--- src/common/dvb_pkg.sv ---
`default_nettype none

package dvb_pkg;

	// one complex constellation point
	typedef struct packed {
		logic signed [15:0] re;
		logic signed [15:0] im;
	} sym_t;

	typedef enum logic {
		MOD_QPSK = 1'b0, // 2 bits per symbol
		MOD_BPSK = 1'b1  // 1 bit per symbol
	} mod_mode_e;

	// constellation amplitudes
	localparam logic signed [15:0] AMP_QPSK = 16'sd23170; // about 0.707 full scale
	localparam logic signed [15:0] AMP_BPSK = 16'sd32767;

	// register word addresses
	localparam int unsigned REG_MOD_MODE   = 0;
	localparam int unsigned REG_FREQ_INV   = 1;
	localparam int unsigned REG_BAUD_DIV   = 2;
	localparam int unsigned REG_SYM_COUNT  = 3; // read only
	localparam int unsigned REG_DROP_COUNT = 4; // read only

	// reset values of the writable registers
	localparam int unsigned RST_MOD_MODE = 0;
	localparam int unsigned RST_FREQ_INV = 0;
	localparam int unsigned RST_BAUD_DIV = 3;

	// upper half of an unmapped read, address goes in the lower half
	localparam logic [15:0] MISS_TAG = 16'hE000;

endpackage

`default_nettype wire

--- src/common/symbol_if.sv ---
`timescale 1ns/100ps
`default_nettype none

interface symbol_if #(
	parameter type T = dvb_pkg::sym_t
);
	logic push;      // one-cycle strobe
	T     push_data;
	logic full;
	logic pop;       // one-cycle strobe, only while not empty
	T     pop_data;  // valid the cycle after pop
	logic empty;

	modport producer (output push, output push_data, input full);
	modport fifo (
		input  push,
		input  push_data,
		input  pop,
		output full,
		output empty,
		output pop_data
	);
	modport consumer (output pop, input empty, input pop_data);

endinterface

`default_nettype wire

--- src/regs/dvb_cfg_regs.sv ---
`timescale 1ns/100ps
`default_nettype none

module dvb_cfg_regs #(
	parameter int DATA_WIDTH = 32,
	parameter int ADDR_BITS  = 4
) (
	input  logic                      clk,
	input  logic                      rst_n,
	input  logic                      wen,
	input  logic [ADDR_BITS-1:0]      waddr,
	input  logic [DATA_WIDTH-1:0]     wdata,
	input  logic [DATA_WIDTH/8-1:0]   wstrb,
	input  logic                      ren,
	input  logic [ADDR_BITS-1:0]      raddr,
	output logic [DATA_WIDTH-1:0]     rdata,
	input  logic [31:0]               sym_count,
	input  logic [31:0]               drop_count,
	output dvb_pkg::mod_mode_e        mod_mode,
	output logic                      freq_inv,
	output logic [15:0]               baud_div
);
	import dvb_pkg::*;

	localparam int LANES = DATA_WIDTH / 8;

	// write staging stage
	logic                  wr_pend;
	logic [ADDR_BITS-1:0]  wr_addr;
	logic [DATA_WIDTH-1:0] wr_data;
	logic [LANES-1:0]      wr_strb;

	logic [DATA_WIDTH-1:0] mod_mode_reg;
	logic [DATA_WIDTH-1:0] freq_inv_reg;
	logic [DATA_WIDTH-1:0] baud_div_reg;

	// strobed lanes take the new byte, the others keep the current one
	function automatic logic [DATA_WIDTH-1:0] merge_lanes(
		input logic [DATA_WIDTH-1:0] cur,
		input logic [DATA_WIDTH-1:0] upd,
		input logic [LANES-1:0]      strb
	);
		logic [DATA_WIDTH-1:0] res;
		res = cur;
		for (int i = 0; i < LANES; i++) begin
			if (strb[i])
				res[8*i +: 8] = upd[8*i +: 8];
		end
		return res;
	endfunction

	always_ff @(posedge clk) begin
		if (!rst_n)
			wr_pend <= 1'b0;
		else
			wr_pend <= wen;
	end

	always_ff @(posedge clk) begin
		if (wen) begin
			wr_addr <= waddr;
			wr_data <= wdata;
			wr_strb <= wstrb;
		end
	end

	always_ff @(posedge clk) begin
		if (!rst_n) begin
			mod_mode_reg <= DATA_WIDTH'(RST_MOD_MODE);
			freq_inv_reg <= DATA_WIDTH'(RST_FREQ_INV);
			baud_div_reg <= DATA_WIDTH'(RST_BAUD_DIV);
		end else if (wr_pend) begin
			case (wr_addr)
				REG_MOD_MODE: mod_mode_reg <= merge_lanes(mod_mode_reg, wr_data, wr_strb);
				REG_FREQ_INV: freq_inv_reg <= merge_lanes(freq_inv_reg, wr_data, wr_strb);
				REG_BAUD_DIV: baud_div_reg <= merge_lanes(baud_div_reg, wr_data, wr_strb);
				default: ; // counts are read only
			endcase
		end
	end

	always_ff @(posedge clk) begin
		if (!rst_n) begin
			rdata <= '0;
		end else if (ren) begin
			case (raddr)
				REG_MOD_MODE:   rdata <= mod_mode_reg;
				REG_FREQ_INV:   rdata <= freq_inv_reg;
				REG_BAUD_DIV:   rdata <= baud_div_reg;
				REG_SYM_COUNT:  rdata <= DATA_WIDTH'(sym_count);
				REG_DROP_COUNT: rdata <= DATA_WIDTH'(drop_count);
				default:        rdata <= DATA_WIDTH'({MISS_TAG, 16'(raddr)});
			endcase
		end
	end

	assign mod_mode = mod_mode_e'(mod_mode_reg[0]);
	assign freq_inv = freq_inv_reg[0];
	assign baud_div = baud_div_reg[15:0];

endmodule

`default_nettype wire

--- src/logic/symbol_mapper.sv ---
`timescale 1ns/100ps
`default_nettype none

module symbol_mapper (
	input  logic               clk,
	input  logic               rst_n,
	input  logic               ts_valid,
	input  logic [7:0]         ts_data,
	input  dvb_pkg::mod_mode_e mod_mode,
	symbol_if.producer         sym,
	output logic [31:0]        drop_count
);
	import dvb_pkg::*;

	logic       busy;
	logic [3:0] syms_left; // symbols still to push for this byte
	logic [7:0] shift_q;   // msb goes out first
	mod_mode_e  mode_q;    // mode sampled at accept
	logic       busy_drop;
	logic       full_drop;

	assign busy_drop = ts_valid && busy;
	assign full_drop = busy && sym.full;

	always_ff @(posedge clk) begin
		if (!rst_n) begin
			busy       <= 1'b0;
			syms_left  <= '0;
			drop_count <= '0;
		end else begin
			drop_count <= drop_count + 32'(busy_drop) + 32'(full_drop);
			if (!busy) begin
				if (ts_valid) begin
					busy      <= 1'b1;
					syms_left <= (mod_mode == MOD_QPSK) ? 4'd4 : 4'd8;
				end
			end else if (sym.full) begin
				busy <= 1'b0; // rest of the byte is discarded
			end else begin
				syms_left <= syms_left - 4'd1;
				if (syms_left == 4'd1)
					busy <= 1'b0;
			end
		end
	end

	always_ff @(posedge clk) begin
		if (!busy && ts_valid) begin
			shift_q <= ts_data;
			mode_q  <= mod_mode;
		end else if (busy) begin
			shift_q <= (mode_q == MOD_QPSK) ? {shift_q[5:0], 2'b00} : {shift_q[6:0], 1'b0};
		end
	end

	assign sym.push = busy;

	always_comb begin
		if (mode_q == MOD_QPSK) begin
			sym.push_data.re = shift_q[7] ? -AMP_QPSK : AMP_QPSK;
			sym.push_data.im = shift_q[6] ? -AMP_QPSK : AMP_QPSK;
		end else begin
			sym.push_data.re = shift_q[7] ? -AMP_BPSK : AMP_BPSK;
			sym.push_data.im = '0;
		end
	end

endmodule

`default_nettype wire

--- src/logic/symbol_fifo.sv ---
`timescale 1ns/100ps
`default_nettype none

module symbol_fifo #(
	parameter type T          = dvb_pkg::sym_t,
	parameter int  FIFO_DEPTH = 16
) (
	input  logic   clk,
	input  logic   rst_n,
	symbol_if.fifo q
);
	localparam int AW = $clog2(FIFO_DEPTH);

	T             mem [FIFO_DEPTH];
	logic [AW:0]  wr_ptr; // extra msb tells full from empty
	logic [AW:0]  rd_ptr;
	logic         do_wr;
	logic         do_rd;

	assign q.empty = (wr_ptr == rd_ptr);
	assign q.full  = (wr_ptr[AW] != rd_ptr[AW]) && (wr_ptr[AW-1:0] == rd_ptr[AW-1:0]);

	assign do_wr = q.push && !q.full;  // push into a full fifo is lost
	assign do_rd = q.pop && !q.empty;

	always_ff @(posedge clk) begin
		if (!rst_n) begin
			wr_ptr <= '0;
			rd_ptr <= '0;
		end else begin
			if (do_wr)
				wr_ptr <= wr_ptr + 1'b1;
			if (do_rd)
				rd_ptr <= rd_ptr + 1'b1;
		end
	end

	always_ff @(posedge clk) begin
		if (do_wr)
			mem[wr_ptr[AW-1:0]] <= q.push_data;
	end

	// registered read, data shows up the cycle after pop
	always_ff @(posedge clk) begin
		if (do_rd)
			q.pop_data <= mem[rd_ptr[AW-1:0]];
	end

endmodule

`default_nettype wire

--- src/logic/symbol_rate_out.sv ---
`timescale 1ns/100ps
`default_nettype none

module symbol_rate_out (
	input  logic               clk,
	input  logic               rst_n,
	input  logic [15:0]        baud_div,
	input  logic               freq_inv,
	symbol_if.consumer         sym,
	output logic               sym_oe,
	output logic signed [15:0] sym_re,
	output logic signed [15:0] sym_im,
	output logic [31:0]        sym_count
);
	logic [15:0] div_cnt;
	logic        baud_tick;

	// tick every baud_div+1 cycles
	// >= covers baud_div being lowered mid count
	assign baud_tick = (div_cnt >= baud_div);

	always_ff @(posedge clk) begin
		if (!rst_n)
			div_cnt <= '0;
		else if (baud_tick)
			div_cnt <= '0;
		else
			div_cnt <= div_cnt + 16'd1;
	end

	assign sym.pop = baud_tick && !sym.empty;

	// oe lines up with pop_data
	always_ff @(posedge clk) begin
		if (!rst_n)
			sym_oe <= 1'b0;
		else
			sym_oe <= sym.pop;
	end

	// spectrum inversion swaps i and q
	always_comb begin
		if (freq_inv) begin
			sym_re = sym.pop_data.im;
			sym_im = sym.pop_data.re;
		end else begin
			sym_re = sym.pop_data.re;
			sym_im = sym.pop_data.im;
		end
	end

	always_ff @(posedge clk) begin
		if (!rst_n)
			sym_count <= '0;
		else if (sym_oe)
			sym_count <= sym_count + 32'd1;
	end

endmodule

`default_nettype wire

--- src/logic/dvb_mod_top.sv ---
`timescale 1ns/100ps
`default_nettype none

module dvb_mod_top #(
	parameter int DATA_WIDTH = 32, // multiple of 8
	parameter int ADDR_BITS  = 4,
	parameter int FIFO_DEPTH = 16  // power of two
) (
	input  logic                    clk,
	input  logic                    rst_n,
	input  logic                    wen,
	input  logic [ADDR_BITS-1:0]    waddr,
	input  logic [DATA_WIDTH-1:0]   wdata,
	input  logic [DATA_WIDTH/8-1:0] wstrb,
	input  logic                    ren,
	input  logic [ADDR_BITS-1:0]    raddr,
	output logic [DATA_WIDTH-1:0]   rdata,
	input  logic                    ts_valid,
	input  logic [7:0]              ts_data,
	output logic                    sym_oe,
	output logic signed [15:0]      sym_re,
	output logic signed [15:0]      sym_im
);
	import dvb_pkg::*;

	mod_mode_e   mod_mode;
	logic        freq_inv;
	logic [15:0] baud_div;
	logic [31:0] sym_count;
	logic [31:0] drop_count;

	symbol_if #(.T(sym_t)) sym_bus ();

	dvb_cfg_regs #(
		.DATA_WIDTH (DATA_WIDTH),
		.ADDR_BITS  (ADDR_BITS)
	) u_regs (
		.clk        (clk),
		.rst_n      (rst_n),
		.wen        (wen),
		.waddr      (waddr),
		.wdata      (wdata),
		.wstrb      (wstrb),
		.ren        (ren),
		.raddr      (raddr),
		.rdata      (rdata),
		.sym_count  (sym_count),
		.drop_count (drop_count),
		.mod_mode   (mod_mode),
		.freq_inv   (freq_inv),
		.baud_div   (baud_div)
	);

	symbol_mapper u_mapper (
		.clk        (clk),
		.rst_n      (rst_n),
		.ts_valid   (ts_valid),
		.ts_data    (ts_data),
		.mod_mode   (mod_mode),
		.sym        (sym_bus.producer),
		.drop_count (drop_count)
	);

	symbol_fifo #(
		.T          (sym_t),
		.FIFO_DEPTH (FIFO_DEPTH)
	) u_fifo (
		.clk   (clk),
		.rst_n (rst_n),
		.q     (sym_bus.fifo)
	);

	symbol_rate_out u_rate_out (
		.clk       (clk),
		.rst_n     (rst_n),
		.baud_div  (baud_div),
		.freq_inv  (freq_inv),
		.sym       (sym_bus.consumer),
		.sym_oe    (sym_oe),
		.sym_re    (sym_re),
		.sym_im    (sym_im),
		.sym_count (sym_count)
	);

endmodule

`default_nettype wire

--- config.mk ---
export PLATFORM = sky130hd
export DESIGN_NAME = dvb_mod_top
export DESIGN_NICKNAME = d
export VERILOG_FILES = /design/src/common/dvb_pkg.sv /design/src/common/symbol_if.sv /design/src/regs/dvb_cfg_regs.sv /design/src/logic/symbol_mapper.sv /design/src/logic/symbol_fifo.sv /design/src/logic/symbol_rate_out.sv /design/src/logic/dvb_mod_top.sv
export SDC_FILE = /design/constraint.sdc
export NUM_CORES = 1
export LEC_CHECK = 0
export ABC_AREA = 1
export BUFFER_PORTS_ARGS = -buffer_cell sky130_fd_sc_hd__buf_2
export CAP_MARGIN = 5
export CORE_AREA = 2 2 284 286
export DETAILED_ROUTE_END_ITERATION = 7
export DIE_AREA = 0 0 286 288
export PLACE_DENSITY = 0.69
export SLEW_MARGIN = 20
export SYNTH_ARGS = -nofsm -noshare
export SYNTH_HDL_FRONTEND = slang
export SYNTH_HIERARCHICAL = 1
export SYNTH_SLANG_ARGS = --single-unit
export TNS_END_PERCENT = 50
--- constraint.sdc ---
create_clock -name clk -period 8.9 [get_ports clk]
set_input_delay 2.225 -clock clk [delete_from_list [all_inputs] [get_ports clk]]
set_output_delay 2.225 -clock clk [all_outputs]
set_load 0.005 [all_outputs]
After elaboration in Yosys (flattened, before gate mapping)

Memory sizes are Yosys's and may differ from the RTL's. A register that Yosys moved wholly into a read port is not among the register bits.
Cells that the tools add are included.

Register bits: 274
Memory bits (writable): 512
Input port bits: 57
Output and inout port bits: 65
Word-level logic and storage cells: 96
Memories: 1

Add/subtract/negate cells: 7
$lt $le $gt $ge: 1
Equality and inequality tests: 11
Mux-type cells: 20
Bitwise logic cells: 1
Reductions and logical operators: 28

Memory list:

| memory     | words | width | read ports | clocked after Yosys merged registers in | wr ports | line              | RTL |
|---|---|---|---|---|---|---|---|
| u_fifo.mem | 16    | 32    | 1          | 1                                       | 1        | symbol_fifo.sv:14 | `T mem [FIFO_DEPTH];` |

Operator list:

| operator                                          | number |
|---|---|
| one-hot mux 32 bit (5 select lines)               | 1 |
| two-way mux 16 bit                                | 5 |
| adder 32 x 1 -> 32 bit                            | 2 |
| AND reduction 3 bit                               | 12 |
| adder 32 x 1 -> 32 bit (second input constant)    | 1 |
| two-way mux 32 bit                                | 1 |
| two-way mux 8 bit                                 | 3 |
| adder 16 x 1 -> 16 bit (second input constant)    | 1 |
| greater-or-equal comparator 16 bit                | 1 |
| two-way mux 4 bit                                 | 4 |
| == test 4 x 1 -> 1 bit (second input constant)    | 3 |
| == test 4 x 2 -> 1 bit (second input constant)    | 3 |
| adder 5 x 1 -> 5 bit (second input constant)      | 2 |
| zero test 4 bit                                   | 2 |
| logical AND 1 bit                                 | 7 |
| two-way mux 1 bit                                 | 6 |
| == test 5 bit                                     | 1 |
| == test 4 x 3 -> 1 bit (second input constant)    | 1 |
| == test 4 bit                                     | 1 |
| nonzero test 2 bit                                | 2 |
| subtractor 4 x 1 -> 4 bit (second input constant) | 1 |
| zero test 1 bit                                   | 3 |
| != test 2 bit (second input constant)             | 1 |
| AND reduction 2 bit                               | 1 |
| other kinds (3)                                   | 3 |

Depth between registers and ports, before layout

Gate-level depths: netlist of the first run.

Depth after elaboration: 6
Depth in mapped cells: 19
Gate-level depth less buffers: 18

Cells and area by module

The synthesis of the first run kept the hierarchy.

Modules (own cells, without submodules):

| module          | instances | cells an instance | area each (sq um) | seq. area each (sq um) |
|---|---|---|---|---|
| symbol_fifo     | 1         | 1702              | 21888.5           | 16535.9 |
| dvb_cfg_regs    | 1         | 982               | 7410.9            | 3783.6 |
| symbol_rate_out | 1         | 509               | 3239.4            | 980.9 |
| symbol_mapper   | 1         | 403               | 2758.9            | 1011.0 |

Least setup slack after synthesis of the first run

OpenSTA, ideal clock, no wires.

Kind: register to register
From: reg u_fifo.rd_ptr[0]
To: mem u_fifo/mem[3][0] in the netlist's numbering, enable pin
Library setup time: 461 ps
Arrival time: 3165 ps
Required time: 8439 ps
Slack: 5274 ps
Cell stages (with the launch flop): 10
Path buffers: 2
Period minus slack after synthesis: 3626 ps
Cells stage by stage: dfxtp_1 buf_6 inv_4 buf_6 nand2_2 nand2_2 nor2_4 nand3_2 inv_1 nor3_1

Word-level cells in the longest chain between the ends: 6

RTL lines:

| item                                    | line              | RTL |
|---|---|---|
| start: declaration                      | symbol_fifo.sv:16 | `logic [AW:0] rd_ptr;` |
| start signal: assignment                | symbol_fifo.sv:34 | `rd_ptr <= rd_ptr + 1'b1;` |
| == test 4 bit                           | symbol_fifo.sv:21 | `assign q.full = (wr_ptr[AW] != rd_ptr[AW]) && (wr_ptr[AW-1:0] == rd_ptr[AW-1:0]);` |
| logical AND 1 bit                       | symbol_fifo.sv:21 |  |
| net sym_bus.full                        | symbol_if.sv:9    | `logic full;` |
| zero test 1 bit                         | symbol_fifo.sv:23 | `assign do_wr = q.push && !q.full;` |
| logical AND 1 bit                       | symbol_fifo.sv:23 |  |
| two-way mux 1 bit                       | symbol_fifo.sv:39 | `if (do_wr)` |
| two-way mux 1 bit (not written as such) | symbol_fifo.sv:40 | `mem[wr_ptr[AW-1:0]] <= q.push_data;` |
| end: declaration                        | symbol_fifo.sv:14 |  |

The timed path passes the listed nets, and every way through them passes these cells.

Final worst setup path of the first run

From: reg u_regs.freq_inv_reg[0]
To: out sym_im[11]

Word-level cells in the longest chain between the ends: 1

RTL lines:

| item                     | line                  | RTL |
|---|---|---|
| start: declaration       | dvb_cfg_regs.sv:34    | `logic [DATA_WIDTH-1:0] freq_inv_reg;` |
| start signal: assignment | dvb_cfg_regs.sv:70    | `freq_inv_reg <= DATA_WIDTH'(RST_FREQ_INV);` |
| start signal: assignment | dvb_cfg_regs.sv:75    | `REG_FREQ_INV: freq_inv_reg <= merge_lanes(freq_inv_reg, wr_data, wr_strb);` |
| two-way mux 16 bit       | symbol_rate_out.sv:43 | `if (freq_inv) begin` |
| end: declaration         | dvb_mod_top.sv:22     | `output logic signed [15:0] sym_im` |

Every way passes these cells.

==> results of run 1 <==
synthesized netlist by cell type (all sizes together), types with 2 or more instances:
cell    count  area share
xnor2       8      0.0020
o21ai     393       0.056
clkinv      2     0.00021
nor3       23      0.0035
buf       146       0.027
nor3b       3     0.00064
clkbuf     73      0.0078
o21bai      3     0.00064
edfxtp    593        0.50
o21a        4     0.00085
a21oi     208       0.029
inv       286       0.030
nand2     599       0.065
nand3     221       0.032
a31oi       2     0.00035
xor2       17      0.0042
dfxtp     225        0.13
o22ai      32      0.0057
o211ai     68       0.014
ha         29       0.010
nor2      635       0.072
nand4      19      0.0037
through the flow:
step | hold slack (ps) | utilization | area [um2] | power [mW]
floorplan | 424 | - | 35300 | 4.81
global placement | 433 | 0.458 | 36500 | 4.97
detailed placement | 440 | 0.458 | 36500 | 4.98
CTS | 449 | 0.494 | 39300 | 8.52
global route | 461 | 0.494 | 39300 | 8.75
finish | 448 | 0.494 | 39300 | 8.46
worst max-delay path by stage:
stage,to,depth (start not counted),from
5_1_grt,u_regs/rdata[31],6,ren
6_report,sym_im[11],2,u_regs/freq_inv_reg[0]
2_1_floorplan,u_fifo/mem[3][0],9,u_fifo/rd_ptr[0]
3_3_place_gp,u_regs/rdata[29],6,ren
3_5_place_dp,u_regs/rdata[29],6,ren
4_1_cts,sym_im[11],2,u_regs/freq_inv_reg[0]
per-layer routing:
metal,share of wire,global-route usage
met1,0.42,0.274
met2,0.46,0.334
met3,0.078,0.0403
met4,0.040,0.0848
met5,0.00051,0
layout make-up:
| type | count | area [um2] |
|---|---|---|
| Clock inverter | 53 | 598 |
| Fill cell | 7163 | 40300 |
| Timing Repair Buffer | 163 | 940 |
| Multi-Input combinational cell | 2271 | 10800 |
| Clock buffer | 105 | 2220 |
| Sequential cell | 818 | 22300 |
| Tap cell | 1060 | 1330 |
| Inverter | 288 | 1090 |
critical path: stages (launching register included):
cell     delay, ps
dfxtp_4        750
o21ai_0        330
buf_2          200
cells by family (layout without fill, tap and decap cells):
group	after synthesis	in the layout	share of synthesized area
and+or+nand+nor	1503	1503	0.177
buffers and inverters	507	609	0.0658
adders and majority gates	30	30	0.0108
other	1	1	0.000106
AOI/OAI and AO/OA	712	712	0.108
xor gates and xnor gates	25	25	0.00620
DFF	818	818	0.632
power by group through the flow:
| stage | Combinational (mW) | Sequential, mW | Clock, mW |
|---|---|---|---|
| floorplan | 0.469 | 4.34 | 0 |
| global placement | 0.603 | 4.37 | 0 |
| detailed placement | 0.614 | 4.37 | 0 |
| CTS | 0.617 | 4.29 | 3.61 |
| global route | 0.701 | 4.30 | 3.76 |
| finish | 0.617 | 4.29 | 3.55 |
==> results.py, run 1 <==
metrics = {
    "outcome": {
        "status": "complete, no violations",
    },
    "sta": {
        "fin_setup_tns_ps": 0,
        "max_slew_margin": 0.279,
        "hold_viol_final": 0,
        "fmaxAchievable_mhz": 238,
        "setup_violations": 0,
        "tightest_slew_ps": 1080,
        "final.period_utilization": 0.472,
        "worst_slack_ps": 4700,
        "rsz0062_at_grt": "false",
        "drv_slew": 0,
        "finClkSkew_ps": 52.8,
        "period_minus_slack_ps": 4200,
    },
    "critical_path": {
        "reg2reg_to": "u_mapper/drop_count[10]",
        "cp-start-kind": "flip-flop",
        "worstReg2RegStart": "u_fifo/rd_ptr[0]",
        "arrival_ps": 1980,
        "reg2reg_slack_ps": 5180,
        "endpoint_kind": "primary output",
        "cp_data_required_time_ps": 6680,
        "crit_type": "flip-flop to primary output",
        "crit_fanout": 66,
        "worst_r2r_path_depth": 17,
    },
    "yosys": {
        "synth_enable_flop_cells": 593,
        "synth_ff_type": "edfxtp_1",
        "synth_cell_types": 43,
        "yosysSeqAreaShare": 0.632,
        "synth.avg_cell_area_um2": 9.82,
        "synth_nets": 3683,
        "yosys_warnings": 6,
        "synth-async-reset-ratio": 0,
        "syn_area_um2": 35300,
        "synth_seq_cells": 818,
        "syn_inst": 3596,
    },
    "pwr": {
        "combPwrFrac": 0.073,
        "power.switching_mw": 2.03,
        "power_leakage_nw": 14.0,
        "internal_power_mw": 6.43,
        "vdd_ir_drop_max_mv": 0.154,
        "seqPwrFrac": 0.507,
        "clkPwrFrac": 0.420,
        "p_per_area_nw_per_um2": 215,
        "switching_share": 0.240,
    },
    "cts": {
        "cts_tree": "yes",
        "cts_sinks": 818,
        "cts_resized": 0,
        "cts_buffers": 85,
        "clk_latency_ps": 660,
        "hold_buffers": 0,
        "htree_num_levels": 3,
        "clkTransAtPathRegs_ps": 60,
        "cts_setup_buffers": 0,
        "clockBufferDepth": 3,
        "root_buffer": "clkbuf_16",
    },
    "placement": {
        "pre_cts_ws_ps": 4170,
        "io_buffer_count": 121,
        "dp_hpwl_um": 51400,
        "place.gp.congestion": 0.879,
        "post-place-cells": 4600,
    },
    "floorplan": {
        "core_um2": 79600,
        "io_pins": 122,
        "initial_core_util": 0.443,
        "die_h_um": 288,
        "die_area_um2": 82400,
        "die_w_um": 286,
        "row_count": 104,
    },
    "flow_run": {
        "maxCapViolCount": 0,
    },
    "drt": {
        "num_vias": 25300,
        "wl_per_cell_um": 18.1,
        "drc": 0,
        "viasPerCell": 5.32,
        "wl_um": 86200,
        "dr.pass1.iters": 6,
        "drtIter0Drc": 2544,
        "detail-route-antenna-nets": 0,
    },
    "hold_path": {
        "hold_path_class": "flip-flop to flip-flop",
        "hold_depth": 2,
        "hp-start": "u_regs/baud_div_reg[16]",
        "worstHoldEndpoint": "u_regs/baud_div_reg[16]",
    },
    "layout": {
        "fin_cells": 4758,
        "mostFrequentLayoutCell": "edfxtp_1",
        "syn_to_final_growth_pct": 11.4,
        "final_layout_size_suffix_gt1_frac": 0.102,
        "final_cell_mix": "edfxtp_1 (593), nor2_1 (587), nand2_1 (585), o21ai_0 (325), inv_1 (275)",
        "nNetsFinal": 3714,
        "largest_reg_flops": 512,
        "num_antenna_cells": 0,
    },
    "global_routing": {
        "grt_use_total": 0.207,
        "grt_pass1_wl_um": 133000,
        "overflow": 0,
        "grt_pass1_vias": 23900,
        "grt_max_degree": 109,
        "antenna_found_initial": 4,
    },
}
Note: power is estimated with default switching activity, not from simulation.
==> inputs of run 2 (changes only) <==
clock period = 4.25 ns   (was 8.9 ns; I/O delays follow)
==> run 2 against run 1 <==
Compared with the run above:
- hold slack better by 1.1 ps
- clock skew is 14 ps higher
- count of clock-buffer cells in the layout is 14 higher
- clock power is 110% higher
- sequential share of layout area is 0.099 points lower
- non-clock buffer count is 10 higher
- register-to-register slack worse by 4300 ps
- power is 110% higher
- combinational power is 120% higher
==> results.py, run 2 (synthesized netlist as in run 1, its figures left out) <==
metrics = {
    "outcome": {
        "status": "complete, no violations",
    },
    "drt": {
        "viasPerCell": 5.27,
        "drt-met1-wl_um": 35800,
        "wl_met3_um": 5380,
        "dr_wl_met2_um": 40300,
        "drtIter0Drc": 2418,
        "dr.pass1.iters": 6,
        "detail-route-antenna-nets": 0,
        "wl_per_cell_um": 17.7,
        "routed.top_layer": "met5",
        "num_vias": 25100,
        "drc": 0,
        "wl_um": 84400,
    },
    "layout": {
        "syn_to_final_growth_pct": 11.6,
        "fillerInstances": 7187,
        "design_area_um2": 39400,
        "largest_reg_flops": 512,
        "num_antenna_cells": 0,
        "final_layout_size_suffix_gt1_frac": 0.102,
        "fin_cells": 4772,
        "mostFrequentLayoutCell": "edfxtp_1",
        "nNetsFinal": 3725,
        "final_cell_mix": "edfxtp_1 (593), nor2_1 (587), nand2_1 (585), o21ai_0 (325), inv_1 (276)",
        "post-route-util": 0.495,
    },
    "placement": {
        "pre_cts_ws_ps": 973,
        "place.gp.congestion": 0.870,
        "io_buffer_count": 121,
        "dp_hpwl_um": 50700,
        "dpl_cell_area_um2": 36600,
        "post-place-cells": 4607,
    },
    "global_routing": {
        "grt_max_degree": 260,
        "grt_pass1_wl_um": 132000,
        "grt_use_total": 0.202,
        "antenna_found_initial": 5,
        "grt_pass1_vias": 23800,
        "overflow": 0,
    },
    "sta": {
        "timing.hold.ws_ps": 449,
        "worst_slack_ps": 907,
        "drv_slew": 0,
        "finClkSkew_ps": 66.3,
        "final.period_utilization": 0.787,
        "rsz0062_at_grt": "false",
        "setup_violations": 0,
        "tightest_slew_ps": 1100,
        "max_slew_margin": 0.268,
        "hold_viol_final": 0,
        "period_minus_slack_ps": 3340,
        "fmaxAchievable_mhz": 299,
        "fin_setup_tns_ps": 0,
    },
    "cts": {
        "cts_buffers": 86,
        "cts_setup_buffers": 0,
        "cts_sinks": 818,
        "cts_tree": "yes",
        "htree_num_levels": 3,
        "hold_buffers": 0,
        "clk_latency_ps": 650,
        "clockBufferDepth": 3,
        "cts_resized": 0,
        "root_buffer": "clkbuf_16",
        "clkTransAtPathRegs_ps": 60,
    },
    "critical_path": {
        "cp_slowest_cell": "dfxtp_1",
        "crit_top_cell": "nand2_1",
        "reg2reg_slack_ps": 910,
        "arrival_ps": 3870,
        "crit_chain": "inv_2 -> nand2_1 -> nand2_1 -> nor2_1 -> nand3_2 -> inv_1 -> nand2_1 -> inv_1 -> fa_1 -> ha_1 -> nand2_2 -> nor2_4 -> nand2_2 -> nor2_4 -> a21oi_1 -> o21a_1",
        "crit_fanout": 34,
        "cp-start-kind": "flip-flop",
        "path_delay_family": "simple AND/OR/NAND/NOR gates",
        "cp_data_required_time_ps": 4780,
        "critical-path-max-stage-delay_ps": 410,
        "cp_num_buf_inv": 3,
        "endpoint_kind": "flip-flop",
        "crit_type": "flip-flop to flip-flop",
    },
    "flow_run": {
        "maxCapViolCount": 0,
    },
    "floorplan": {
        "die_h_um": 288,
        "core_um2": 79600,
        "die_area_um2": 82400,
        "io_pins": 122,
        "die_w_um": 286,
        "row_count": 104,
        "initial_core_util": 0.443,
    },
    "pwr": {
        "power_leakage_nw": 14.0,
        "total_power_mw": 17.6,
        "p_per_area_nw_per_um2": 447,
        "vdd_ir_drop_max_mv": 0.396,
    },
    "hold_path": {
        "hold_path_class": "flip-flop to flip-flop",
    },
}
==> run 2: cell types whose count changed in the layout (fill, tap and decap cells not counted), sizes merged <==
cell	change
clkbuf	+14
bufinv	-3
clkinv	-7
buf	+10
==> run 2: worst min-delay path: stages, from the launching register on <==
cell     delay (ps)
dfxtp_1         310
inv_1            50
a21oi_1          50
==> run 2: routing by layer <==
| layer | vias up | GRT usage |
|---|---|---|
| met5 | - | 0 |
| met4 | 8 | 0.0779 |
| met3 | 170 | 0.0349 |
| met2 | 765 | 0.330 |
| met1 | 12000 | 0.268 |
| li1 | 12200 | - |
==> run 2: final cells by class <==
| class | count | area, um2 | area share |
|---|---|---|---|
| clock buffers | 119 | 2330 | 0.0591 |
| clock inverters | 43 | 443 | 0.0112 |
| inverters | 288 | 1090 | 0.0276 |
| multi-input cells | 2271 | 10800 | 0.275 |
| flip-flops and latches | 818 | 22300 | 0.567 |
| well taps | 1060 | 1330 | 0.0337 |
| repair buffers | 173 | 1070 | 0.0271 |
==> run 2: worst paths after layout <==
path                                start                      end  cells past startpoint
hold / removal    u_regs/baud_div_reg[23]  u_regs/baud_div_reg[23]                      2
hold reg to reg   u_regs/baud_div_reg[23]  u_regs/baud_div_reg[23]                      2
setup reg to reg         u_fifo/rd_ptr[3]  u_mapper/drop_count[12]                     16
setup / recovery         u_fifo/rd_ptr[3]  u_mapper/drop_count[12]                     16
==> run 2: report_power, final <==
| group | leakage [nW] | switching, mW | total (mW) | internal [mW] |
|---|---|---|---|---|
| clock | 1.34 | 3.10 | 7.29 | 4.18 |
| sequential | 7.23 | 0.119 | 8.98 | 8.86 |
| combinational | 5.45 | 0.992 | 1.36 | 0.367 |
